`src/hdl/exe_pkg.sv`:
```
/* execute unit shared definitions
 * command codes, operand and result widths, and the result word union
 */
`default_nettype none

package exe_pkg;

    // ----------------------------------------
    // widths
    // ----------------------------------------
    localparam int OPERAND_W = 16;           // src and dst operands
    localparam int RESULT_W  = 32;           // result word toward writeback
    localparam int DIV_ITER  = OPERAND_W;    // one quotient bit per iteration

    // ----------------------------------------
    // command codes
    // ----------------------------------------
    typedef enum logic [2:0] {
        CMD_NULL = 3'd0,                     // latch empty
        CMD_SHL  = 3'd1,
        CMD_SHR  = 3'd2,
        CMD_ROL  = 3'd3,
        CMD_MUL  = 3'd4,
        CMD_DIV  = 3'd5
    } exe_cmd_e;

    // ----------------------------------------
    // result word
    // ----------------------------------------
    typedef struct packed {
        logic [OPERAND_W-1:0] remainder;     // upper half
        logic [OPERAND_W-1:0] quotient;      // lower half
    } exe_div_result_t;

    // divide fills both halves, the other units fill one plain value
    typedef union packed {
        logic [RESULT_W-1:0] word;
        exe_div_result_t     div;
    } exe_result_t;

endpackage

`default_nettype wire

```
`src/hdl/exe_issue.sv`:
```
/* execute issue stage
 * one-entry command latch, writeback credit counter and unit dispatch
 */
`default_nettype none

module exe_issue #(
    parameter int CREDITS = 4,
    parameter int TAG_W   = 4
) (
    input  logic                          clk,
    input  logic                          rst_n,
    input  logic                          cmd_valid,
    input  exe_pkg::exe_cmd_e             cmd,
    input  logic [TAG_W-1:0]              cmd_tag,
    input  logic [exe_pkg::OPERAND_W-1:0] src,
    input  logic [exe_pkg::OPERAND_W-1:0] dst,
    input  logic                          credit_return,
    input  logic                          shift_ready,
    input  logic                          mult_ready,
    input  logic                          div_ready,
    output logic                          exe_busy,
    output logic                          shift_start,
    output logic                          mult_start,
    output logic                          div_start,
    output exe_pkg::exe_cmd_e             op_cmd,
    output logic [TAG_W-1:0]              op_tag,
    output logic [exe_pkg::OPERAND_W-1:0] op_src,
    output logic [exe_pkg::OPERAND_W-1:0] op_dst
);
    import exe_pkg::*;

    localparam int CNT_W = $clog2(CREDITS + 1);

    logic [CNT_W-1:0] credit_cnt;
    logic             is_shift;
    logic             unit_ready;
    logic             dispatch;
    logic             load;

    // ----------------------------------------
    // dispatch decision
    // ----------------------------------------
    assign is_shift = (op_cmd == CMD_SHL) || (op_cmd == CMD_SHR) || (op_cmd == CMD_ROL);

    always_comb begin
        case (op_cmd)
            CMD_SHL, CMD_SHR, CMD_ROL: unit_ready = shift_ready;
            CMD_MUL:                   unit_ready = mult_ready;
            CMD_DIV:                   unit_ready = div_ready;
            default:                   unit_ready = 1'b0;   // empty latch
        endcase
    end

    assign dispatch    = unit_ready && (credit_cnt != '0);
    assign exe_busy    = (op_cmd != CMD_NULL) && !dispatch;   // freed in the dispatch cycle
    assign load        = cmd_valid && !exe_busy;
    assign shift_start = dispatch && is_shift;
    assign mult_start  = dispatch && (op_cmd == CMD_MUL);
    assign div_start   = dispatch && (op_cmd == CMD_DIV);

    // ----------------------------------------
    // command latch
    // ----------------------------------------
    always_ff @(posedge clk) begin
        if (!rst_n) begin
            op_cmd <= CMD_NULL;
        end else if (load) begin
            op_cmd <= cmd;
        end else if (dispatch) begin
            op_cmd <= CMD_NULL;
        end
    end

    always_ff @(posedge clk) begin
        if (load) begin
            op_tag <= cmd_tag;
            op_src <= src;
            op_dst <= dst;
        end
    end

    // one credit per free result slot at writeback
    always_ff @(posedge clk) begin
        if (!rst_n) begin
            credit_cnt <= CNT_W'(CREDITS);
        end else begin
            credit_cnt <= credit_cnt - CNT_W'(dispatch) + CNT_W'(credit_return);
        end
    end

    a_credit_bound: assert property (@(posedge clk) disable iff (!rst_n)
        credit_cnt <= CNT_W'(CREDITS));

    a_credit_overflow: assert property (@(posedge clk) disable iff (!rst_n)
        !(credit_return && credit_cnt == CNT_W'(CREDITS)));

endmodule

`default_nettype wire

```
`src/hdl/exe_shift.sv`:
```
/* shift and rotate unit
 * combinational SHL, SHR and ROL with a one-entry result hold
 */
`default_nettype none

module exe_shift #(
    parameter int TAG_W = 4
) (
    input  logic                          clk,
    input  logic                          rst_n,
    input  logic                          start,
    input  exe_pkg::exe_cmd_e             cmd,
    input  logic [TAG_W-1:0]              tag,
    input  logic [exe_pkg::OPERAND_W-1:0] src,
    input  logic [exe_pkg::OPERAND_W-1:0] dst,
    output logic                          ready,
    output logic                          req,
    output logic [TAG_W-1:0]              res_tag,
    output exe_pkg::exe_result_t          res,
    input  logic                          grant
);
    import exe_pkg::*;

    logic [3:0]             cnt;
    logic [OPERAND_W:0]     shl_ext;    // carry above the value
    logic [OPERAND_W:0]     shr_ext;    // carry below the value
    logic [2*OPERAND_W-1:0] rol_ext;
    logic [OPERAND_W-1:0]   value;
    logic                   carry;

    assign cnt = src[3:0];

    always_comb begin
        shl_ext = {1'b0, dst} << cnt;
        shr_ext = {dst, 1'b0} >> cnt;
        rol_ext = {dst, dst} << cnt;
        value   = '0;
        carry   = 1'b0;
        case (cmd)
            CMD_SHL: begin
                value = shl_ext[OPERAND_W-1:0];
                carry = shl_ext[OPERAND_W];          // 0 for a zero count
            end
            CMD_SHR: begin
                value = shr_ext[OPERAND_W:1];
                carry = shr_ext[0];
            end
            CMD_ROL: begin
                value = rol_ext[2*OPERAND_W-1:OPERAND_W];
                carry = (cnt != 4'd0) && rol_ext[OPERAND_W];   // new bit 0
            end
            default: ;
        endcase
    end

    assign ready = !req || grant;

    always_ff @(posedge clk) begin
        if (!rst_n) begin
            req <= 1'b0;
        end else if (start) begin
            req <= 1'b1;
        end else if (grant) begin
            req <= 1'b0;
        end
    end

    always_ff @(posedge clk) begin
        if (start) begin
            res_tag  <= tag;
            res.word <= {{(RESULT_W-OPERAND_W-1){1'b0}}, carry, value};
        end
    end

endmodule

`default_nettype wire

```
`src/hdl/exe_multiply.sv`:
```
/* unsigned 16x16 multiplier
 * MULT_STAGES deep, the last stage doubles as the output hold
 */
`default_nettype none

module exe_multiply #(
    parameter int TAG_W       = 4,
    parameter int MULT_STAGES = 2
) (
    input  logic                          clk,
    input  logic                          rst_n,
    input  logic                          start,
    input  logic [TAG_W-1:0]              tag,
    input  logic [exe_pkg::OPERAND_W-1:0] src,
    input  logic [exe_pkg::OPERAND_W-1:0] dst,
    output logic                          ready,
    output logic                          req,
    output logic [TAG_W-1:0]              res_tag,
    output exe_pkg::exe_result_t          res,
    input  logic                          grant
);
    import exe_pkg::*;

    localparam int LAST = MULT_STAGES - 1;

    logic [MULT_STAGES-1:0] stg_valid;
    logic [TAG_W-1:0]       stg_tag  [MULT_STAGES];
    logic [RESULT_W-1:0]    stg_prod [MULT_STAGES];
    logic                   advance;

    assign advance = !stg_valid[LAST] || grant;   // whole pipe stalls on a held result
    assign ready   = advance;

    always_ff @(posedge clk) begin
        if (!rst_n) begin
            stg_valid <= '0;
        end else if (advance) begin
            stg_valid[0] <= start;
            for (int i = 1; i < MULT_STAGES; i++) begin
                stg_valid[i] <= stg_valid[i-1];
            end
        end
    end

    // later stages give synthesis room to retime the product
    always_ff @(posedge clk) begin
        if (advance) begin
            stg_tag[0]  <= tag;
            stg_prod[0] <= RESULT_W'(src) * RESULT_W'(dst);
            for (int i = 1; i < MULT_STAGES; i++) begin
                stg_tag[i]  <= stg_tag[i-1];
                stg_prod[i] <= stg_prod[i-1];
            end
        end
    end

    assign req      = stg_valid[LAST];
    assign res_tag  = stg_tag[LAST];
    assign res.word = stg_prod[LAST];

    a_start_ready: assert property (@(posedge clk) disable iff (!rst_n) start |-> ready);

endmodule

`default_nettype wire

```
`src/hdl/exe_divide.sv`:
```
/* iterative restoring divider
 * dst / src, one quotient bit per cycle, zero divisor raises the fault
 */
`default_nettype none

module exe_divide #(
    parameter int TAG_W = 4
) (
    input  logic                          clk,
    input  logic                          rst_n,
    input  logic                          start,
    input  logic [TAG_W-1:0]              tag,
    input  logic [exe_pkg::OPERAND_W-1:0] src,
    input  logic [exe_pkg::OPERAND_W-1:0] dst,
    output logic                          ready,
    output logic                          req,
    output logic [TAG_W-1:0]              res_tag,
    output exe_pkg::exe_result_t          res,
    output logic                          fault,
    input  logic                          grant
);
    import exe_pkg::*;

    localparam int ITER_W = $clog2(DIV_ITER + 1);

    logic                 run;
    logic [ITER_W-1:0]    iter_cnt;
    logic [OPERAND_W-1:0] divisor;
    logic [OPERAND_W-1:0] rem_q;
    logic [OPERAND_W-1:0] quo_q;     // dividend shifts out, quotient shifts in
    logic [OPERAND_W:0]   shifted;
    logic [OPERAND_W:0]   diff;
    logic                 div_zero;
    logic                 last_iter;

    // ----------------------------------------
    // restoring step
    // ----------------------------------------
    assign div_zero  = (src == '0);
    assign shifted   = {rem_q, quo_q[OPERAND_W-1]};
    assign diff      = shifted - {1'b0, divisor};   // msb set means restore
    assign last_iter = (iter_cnt == ITER_W'(DIV_ITER - 1));

    assign ready              = !run && (!req || grant);
    assign res.div.remainder  = rem_q;
    assign res.div.quotient   = quo_q;

    // ----------------------------------------
    // control
    // ----------------------------------------
    always_ff @(posedge clk) begin
        if (!rst_n) begin
            run      <= 1'b0;
            req      <= 1'b0;
            iter_cnt <= '0;
        end else if (start) begin
            run      <= !div_zero;
            req      <= div_zero;              // zero divisor skips the loop
            iter_cnt <= '0;
        end else if (run) begin
            iter_cnt <= iter_cnt + 1'b1;
            if (last_iter) begin
                run <= 1'b0;
                req <= 1'b1;
            end
        end else if (grant) begin
            req <= 1'b0;
        end
    end

    always_ff @(posedge clk) begin
        if (start) begin
            res_tag <= tag;
            divisor <= src;
            rem_q   <= '0;
            quo_q   <= div_zero ? '0 : dst;
            fault   <= div_zero;
        end else if (run) begin
            rem_q <= diff[OPERAND_W] ? shifted[OPERAND_W-1:0] : diff[OPERAND_W-1:0];
            quo_q <= {quo_q[OPERAND_W-2:0], ~diff[OPERAND_W]};
        end
    end

    a_iter_bound: assert property (@(posedge clk) disable iff (!rst_n)
        iter_cnt <= ITER_W'(DIV_ITER));

endmodule

`default_nettype wire

```
`src/hdl/exe_result_arbiter.sv`:
```
/* result bus arbiter
 * fixed priority divide, multiply, shift onto the writeback bus
 */
`default_nettype none

module exe_result_arbiter #(
    parameter int TAG_W = 4
) (
    input  logic                 clk,
    input  logic                 rst_n,
    input  logic                 shift_req,
    input  logic [TAG_W-1:0]     shift_tag,
    input  exe_pkg::exe_result_t shift_res,
    input  logic                 shift_fault,
    input  logic                 mult_req,
    input  logic [TAG_W-1:0]     mult_tag,
    input  exe_pkg::exe_result_t mult_res,
    input  logic                 mult_fault,
    input  logic                 div_req,
    input  logic [TAG_W-1:0]     div_tag,
    input  exe_pkg::exe_result_t div_res,
    input  logic                 div_fault,
    output logic                 shift_grant,
    output logic                 mult_grant,
    output logic                 div_grant,
    output logic                 result_valid,
    output logic [TAG_W-1:0]     result_tag,
    output exe_pkg::exe_result_t result,
    output logic                 result_div_fault
);
    import exe_pkg::*;

    assign div_grant    = div_req;
    assign mult_grant   = mult_req && !div_req;
    assign shift_grant  = shift_req && !div_req && !mult_req;
    assign result_valid = div_req || mult_req || shift_req;   // same cycle as the grant

    always_comb begin
        result_tag       = '0;
        result           = '0;
        result_div_fault = 1'b0;
        if (div_grant) begin
            result_tag       = div_tag;
            result           = div_res;
            result_div_fault = div_fault;
        end else if (mult_grant) begin
            result_tag       = mult_tag;
            result           = mult_res;
            result_div_fault = mult_fault;
        end else if (shift_grant) begin
            result_tag       = shift_tag;
            result           = shift_res;
            result_div_fault = shift_fault;
        end
    end

    a_grant_onehot: assert property (@(posedge clk) disable iff (!rst_n)
        $onehot0({div_grant, mult_grant, shift_grant}));

    a_grant_req: assert property (@(posedge clk) disable iff (!rst_n)
        (!div_grant || div_req) && (!mult_grant || mult_req) && (!shift_grant || shift_req));

endmodule

`default_nettype wire

```
`src/hdl/exe_top.sv`:
```
/* 16-bit execute unit
 * issue latch, shift, multiply and divide units sharing one result bus
 */
`default_nettype none

module exe_top #(
    parameter int CREDITS     = 4,
    parameter int TAG_W       = 4,
    parameter int MULT_STAGES = 2
) (
    input  logic                          clk,
    input  logic                          rst_n,
    input  logic                          cmd_valid,
    input  exe_pkg::exe_cmd_e             cmd,
    input  logic [TAG_W-1:0]              cmd_tag,
    input  logic [exe_pkg::OPERAND_W-1:0] src,
    input  logic [exe_pkg::OPERAND_W-1:0] dst,
    input  logic                          credit_return,
    output logic                          exe_busy,
    output logic                          result_valid,
    output logic [TAG_W-1:0]              result_tag,
    output exe_pkg::exe_result_t          result,
    output logic                          result_div_fault
);
    import exe_pkg::*;

    exe_cmd_e             op_cmd;
    logic [TAG_W-1:0]     op_tag;
    logic [OPERAND_W-1:0] op_src;
    logic [OPERAND_W-1:0] op_dst;

    logic                 shift_start, shift_ready, shift_req, shift_grant;
    logic [TAG_W-1:0]     shift_tag;
    exe_result_t          shift_res;
    logic                 mult_start, mult_ready, mult_req, mult_grant;
    logic [TAG_W-1:0]     mult_tag;
    exe_result_t          mult_res;
    logic                 div_start, div_ready, div_req, div_grant, div_fault;
    logic [TAG_W-1:0]     div_tag;
    exe_result_t          div_res;

    // ----------------------------------------
    // issue
    // ----------------------------------------
    exe_issue #(.CREDITS(CREDITS), .TAG_W(TAG_W)) u_issue (
        .clk, .rst_n, .cmd_valid, .cmd, .cmd_tag, .src, .dst, .credit_return,
        .shift_ready, .mult_ready, .div_ready, .exe_busy,
        .shift_start, .mult_start, .div_start,
        .op_cmd, .op_tag, .op_src, .op_dst
    );

    // ----------------------------------------
    // units
    // ----------------------------------------
    exe_shift #(.TAG_W(TAG_W)) u_shift (
        .clk, .rst_n, .start(shift_start), .cmd(op_cmd), .tag(op_tag),
        .src(op_src), .dst(op_dst), .ready(shift_ready), .req(shift_req),
        .res_tag(shift_tag), .res(shift_res), .grant(shift_grant)
    );

    exe_multiply #(.TAG_W(TAG_W), .MULT_STAGES(MULT_STAGES)) u_multiply (
        .clk, .rst_n, .start(mult_start), .tag(op_tag),
        .src(op_src), .dst(op_dst), .ready(mult_ready), .req(mult_req),
        .res_tag(mult_tag), .res(mult_res), .grant(mult_grant)
    );

    exe_divide #(.TAG_W(TAG_W)) u_divide (
        .clk, .rst_n, .start(div_start), .tag(op_tag),
        .src(op_src), .dst(op_dst), .ready(div_ready), .req(div_req),
        .res_tag(div_tag), .res(div_res), .fault(div_fault), .grant(div_grant)
    );

    // ----------------------------------------
    // writeback bus
    // ----------------------------------------
    exe_result_arbiter #(.TAG_W(TAG_W)) u_arbiter (
        .clk, .rst_n,
        .shift_req, .shift_tag, .shift_res, .shift_fault(1'b0),   // shifts never fault
        .mult_req, .mult_tag, .mult_res, .mult_fault(1'b0),
        .div_req, .div_tag, .div_res, .div_fault,
        .shift_grant, .mult_grant, .div_grant,
        .result_valid, .result_tag, .result, .result_div_fault
    );

endmodule

`default_nettype wire

```
`config.mk`:
```
export PLATFORM = sky130hd
export DESIGN_NAME = exe_top
export DESIGN_NICKNAME = d
export VERILOG_FILES = /design/src/hdl/exe_pkg.sv /design/src/hdl/exe_issue.sv /design/src/hdl/exe_shift.sv /design/src/hdl/exe_multiply.sv /design/src/hdl/exe_divide.sv /design/src/hdl/exe_result_arbiter.sv /design/src/hdl/exe_top.sv
export SDC_FILE = /design/constraint.sdc
export NUM_CORES = 1
export LEC_CHECK = 0
export BUFFER_PORTS_ARGS = -buffer_cell sky130_fd_sc_hd__buf_4
export CORE_ASPECT_RATIO = 0.75
export CORE_MARGIN = 2
export CORE_UTILIZATION = 50
export CTS_CLUSTER_DIAMETER = 80
export CTS_CLUSTER_SIZE = 40
export DETAILED_ROUTE_END_ITERATION = 10
export PLACE_DENSITY = 0.67
export SLEW_MARGIN = 30
export SYNTH_ARGS = -nofsm -noshare
export SYNTH_HDL_FRONTEND = slang
export SYNTH_SLANG_ARGS = --single-unit
```
`constraint.sdc`:
```
create_clock -name clk -period 7 [get_ports clk]
set_input_delay 1.4 -clock clk [delete_from_list [all_inputs] [get_ports clk]]
set_output_delay 1.4 -clock clk [all_outputs]
set_load 0.03 [all_outputs]
```
==> qor.yml <==
setup_violations: 0
nFillCells: 3116
reg2reg_to: "u_multiply.stg_prod[0][30]"
dp_hpwl_um: 37300
multiInputGateArea_sq_um: 11100
routed_wl_um: 49000
syn_inst: 1874
rsz0062_at_grt: "no"
synth-warning-count: 0
synth-edff-count: 166
syn-num-nets: 2237
period_share_pct: 95.4
status: "finished clean"
ys.flop_type: "edfxtp_1"
synth_cell_types: 65
fp.coreArea_sq_um: 35800
synth.largest_area_cell: "edfxtp_1"
grt_remaining_overflow: 0
worst_slew_pin_slew_ns: 0.975
syn_to_final_growth_pct: 10.0
skew_ns: 0.0250
drtIter0Drc: 1354
whs_path_depth: 0
critPathMaxStageDelay_ns: 0.89
path_cells: "nand2_1 > fa_1 > fa_1 > fa_1 > fa_1 > inv_1 > fa_1 > fa_1 > ha_1 > a21o_1 > a21o_1 > a2111o_1 > a41oi_1 > nor3b_1 > o2111ai_1 > a21oi_1 > xor2_1"
cts.repair.resized: 0
seq_area_sq_um: 5630
start_util_pct: 50.6
grtUsageTotal_pct: 26.5
grt_pass1_wl_um: 76000
grt_max_degree: 74
finalNonFillerCells: 2389
cts_max_level: 4
grt_pass1_vias: 13200
ys_top_cells_by_count: "281 x inv_1, 269 x nand2_1, 196 x fa_1"
period_needed_ns: 6.67
cp_max_fo: 15
hp-class: "reg2reg"
clk_latency_ns: 0.45
place_ws_ns: 0.367
cts_tree: "yes"
cp_slowest_cell: "edfxtp_1"
cp_data_required_time_ns: 7.19
postSynthAreaPerCell_sq_um: 9.67
vias: 13500
fmaxAchievable_mhz: 150
layout-drive-gt1-share_pct: 9.77
final_max_slew_viol_count: 0
slew_headroom_pct: 35.0
antenna-diode-count: 0
io_buffers: 81
fp.dieH_um: 169
reg2reg_slack_ns: 0.33
arrival_ns: 6.87
ant_nets: 0
yosys.cell_count.top_type: "inv_1"
avgRoutedWirePerCell_um: 20.5
synthArstFlopShare_pct: 0
tns_ns: 0
criticalPathCategory: "reg2reg"
path_common_cell: "fa_1"
reg2reg_depth: 17
cts_buffer_depth: 2
min_from: "u_multiply.stg_prod[0][21]"
drc: 0
synthTopCellsByArea: "edfxtp_1 28%, fa_1 22%, ha_1 8.6%"
cts_root_buf: "clkbuf_16"
cpLargestDelayFamily: "adder cells"
cp-end-kind: "flop"
hold_buffers: 0
row_count: 60
cts-buffers-inserted: 17
nNetsFinal: 2275
yosys_register_bits: 198
gp_congestion: 0.962
synthDominantCellAreaShare_pct: 27.5
max-cap-violations: 0
seq_area_frac_synth_pct: 31.0
path_clk_slew_ns: 0.08
final_util_pct: 55.7
syn_area_sq_um: 18100
post-cts-setup-buffers: 0
dp_cells: 2358
antenna_found_initial: 2
cp_num_buf_inv: 1
fp.dieW_um: 224
final-hold-violation-count: 0
die-area_sq_um: 37800
startpoint_type: "flop"
setup_ws_ns: 0.325
drt_first_pass_iters: 6
ios: 82
cts_sinks: 198
hold_end: "u_multiply.stg_prod[0][53]"
worstReg2RegStart: "u_issue.op_dst[2]"
viasPerCell: 5.66
## metal layers
layer	up-vias	wire, um	GRT usage [%]
met3	66	4470	5.66
li1	6254	-	-
met1	6614	22800	39.9
met2	579	20800	38.8
met5	-	0	0
met4	0	1010	6.96
## registers in the layout, indices dropped and copies added, names as in the netlist, 3 cells and up
| signal | count |
|---|---|
| u_multiply.stg_prod | 64 |
| u_shift.res | 17 |
| u_divide.divisor | 16 |
| u_divide.quo_q | 16 |
| u_divide.rem_q | 16 |
| u_issue.op_dst | 16 |
| u_issue.op_src | 16 |
| u_multiply.stg_tag | 8 |
| u_divide.iter_cnt | 5 |
| u_divide.res_tag | 4 |
| u_issue.op_tag | 4 |
| u_shift.res_tag | 4 |
| u_issue.credit_cnt | 3 |
| u_issue.op_cmd | 3 |
## cells in the final DEF (no fill, tap or decap), drive strengths merged, types with 11 or more instances in the layout
cell and instances:
a21o 13, a21oi 65, a22o 18, a22oi 27, and2 113, buf 128
clkbuf 17, dfxtp 32, edfxtp 166, fa 196, ha 124, inv 287
mux2i 24, nand2 269, nand2b 18, nand3 20, nor2 84, nor2b 15
nor3 17, o211ai 17, o21a 11, o21ai 91, xnor2 34, xor2 12
## how the worst max path moves through the flow
stage | depth (start not counted) | slack (ns) | end | from
after floorplan | 22 | 0.61 | u_multiply.stg_prod[0][30] | u_issue.op_src[1]
after global placement | 18 | 0.47 | u_multiply.stg_prod[0][30] | u_issue.op_dst[5]
after detailed placement | 21 | 0.37 | u_multiply.stg_prod[0][31] | u_issue.op_dst[8]
after CTS | 21 | 0.37 | u_multiply.stg_prod[0][31] | u_issue.op_dst[8]
after global routing | 21 | 0.07 | u_multiply.stg_prod[0][31] | u_issue.op_dst[8]
final | 17 | 0.33 | u_multiply.stg_prod[0][30] | u_issue.op_dst[2]
## layout make-up
| cell class | instances | share of cell area (%) |
|---|---|---|
| clock buffer | 17 | 2.13 |
| clock inverter | 14 | 1.06 |
| inverter | 281 | 5.29 |
| multi-input combinational | 1286 | 55.5 |
| sequential | 198 | 28.2 |
| tap | 465 | 2.92 |
| timing repair buffer | 128 | 4.88 |
## metrics by stage
| step | instance area, sq um | hold slack, ns |
|---|---|---|
| 5_1_grt | 19900 | 0.423 |
| 2_1_floorplan | 18100 | 0.400 |
| 3_3_place_gp | 19300 | 0.401 |
| 6_report | 19900 | 0.417 |
| 4_1_cts | 19900 | 0.418 |
| 3_5_place_dp | 19300 | 0.405 |
## cell families (layout without fill, tap and decap cells)
| logic type | Yosys count | count (layout) | share of synthesized area, % |
|---|---|---|---|
| multiplexers | 37 | 37 | 2.44 |
| XOR/XNOR | 46 | 46 | 2.22 |
| AND/OR/NAND/NOR | 567 | 567 | 14.5 |
| buffers and inverters | 390 | 440 | 8.10 |
| adder cells (fa/ha/maj) | 320 | 320 | 30.2 |
| AO/OA/AOI/OAI | 316 | 316 | 11.4 |
| flip-flops | 198 | 198 | 31.0 |
Power is not shown: default switching activity piles up to over one toggle a cycle in this logic, so the estimate is an artifact.
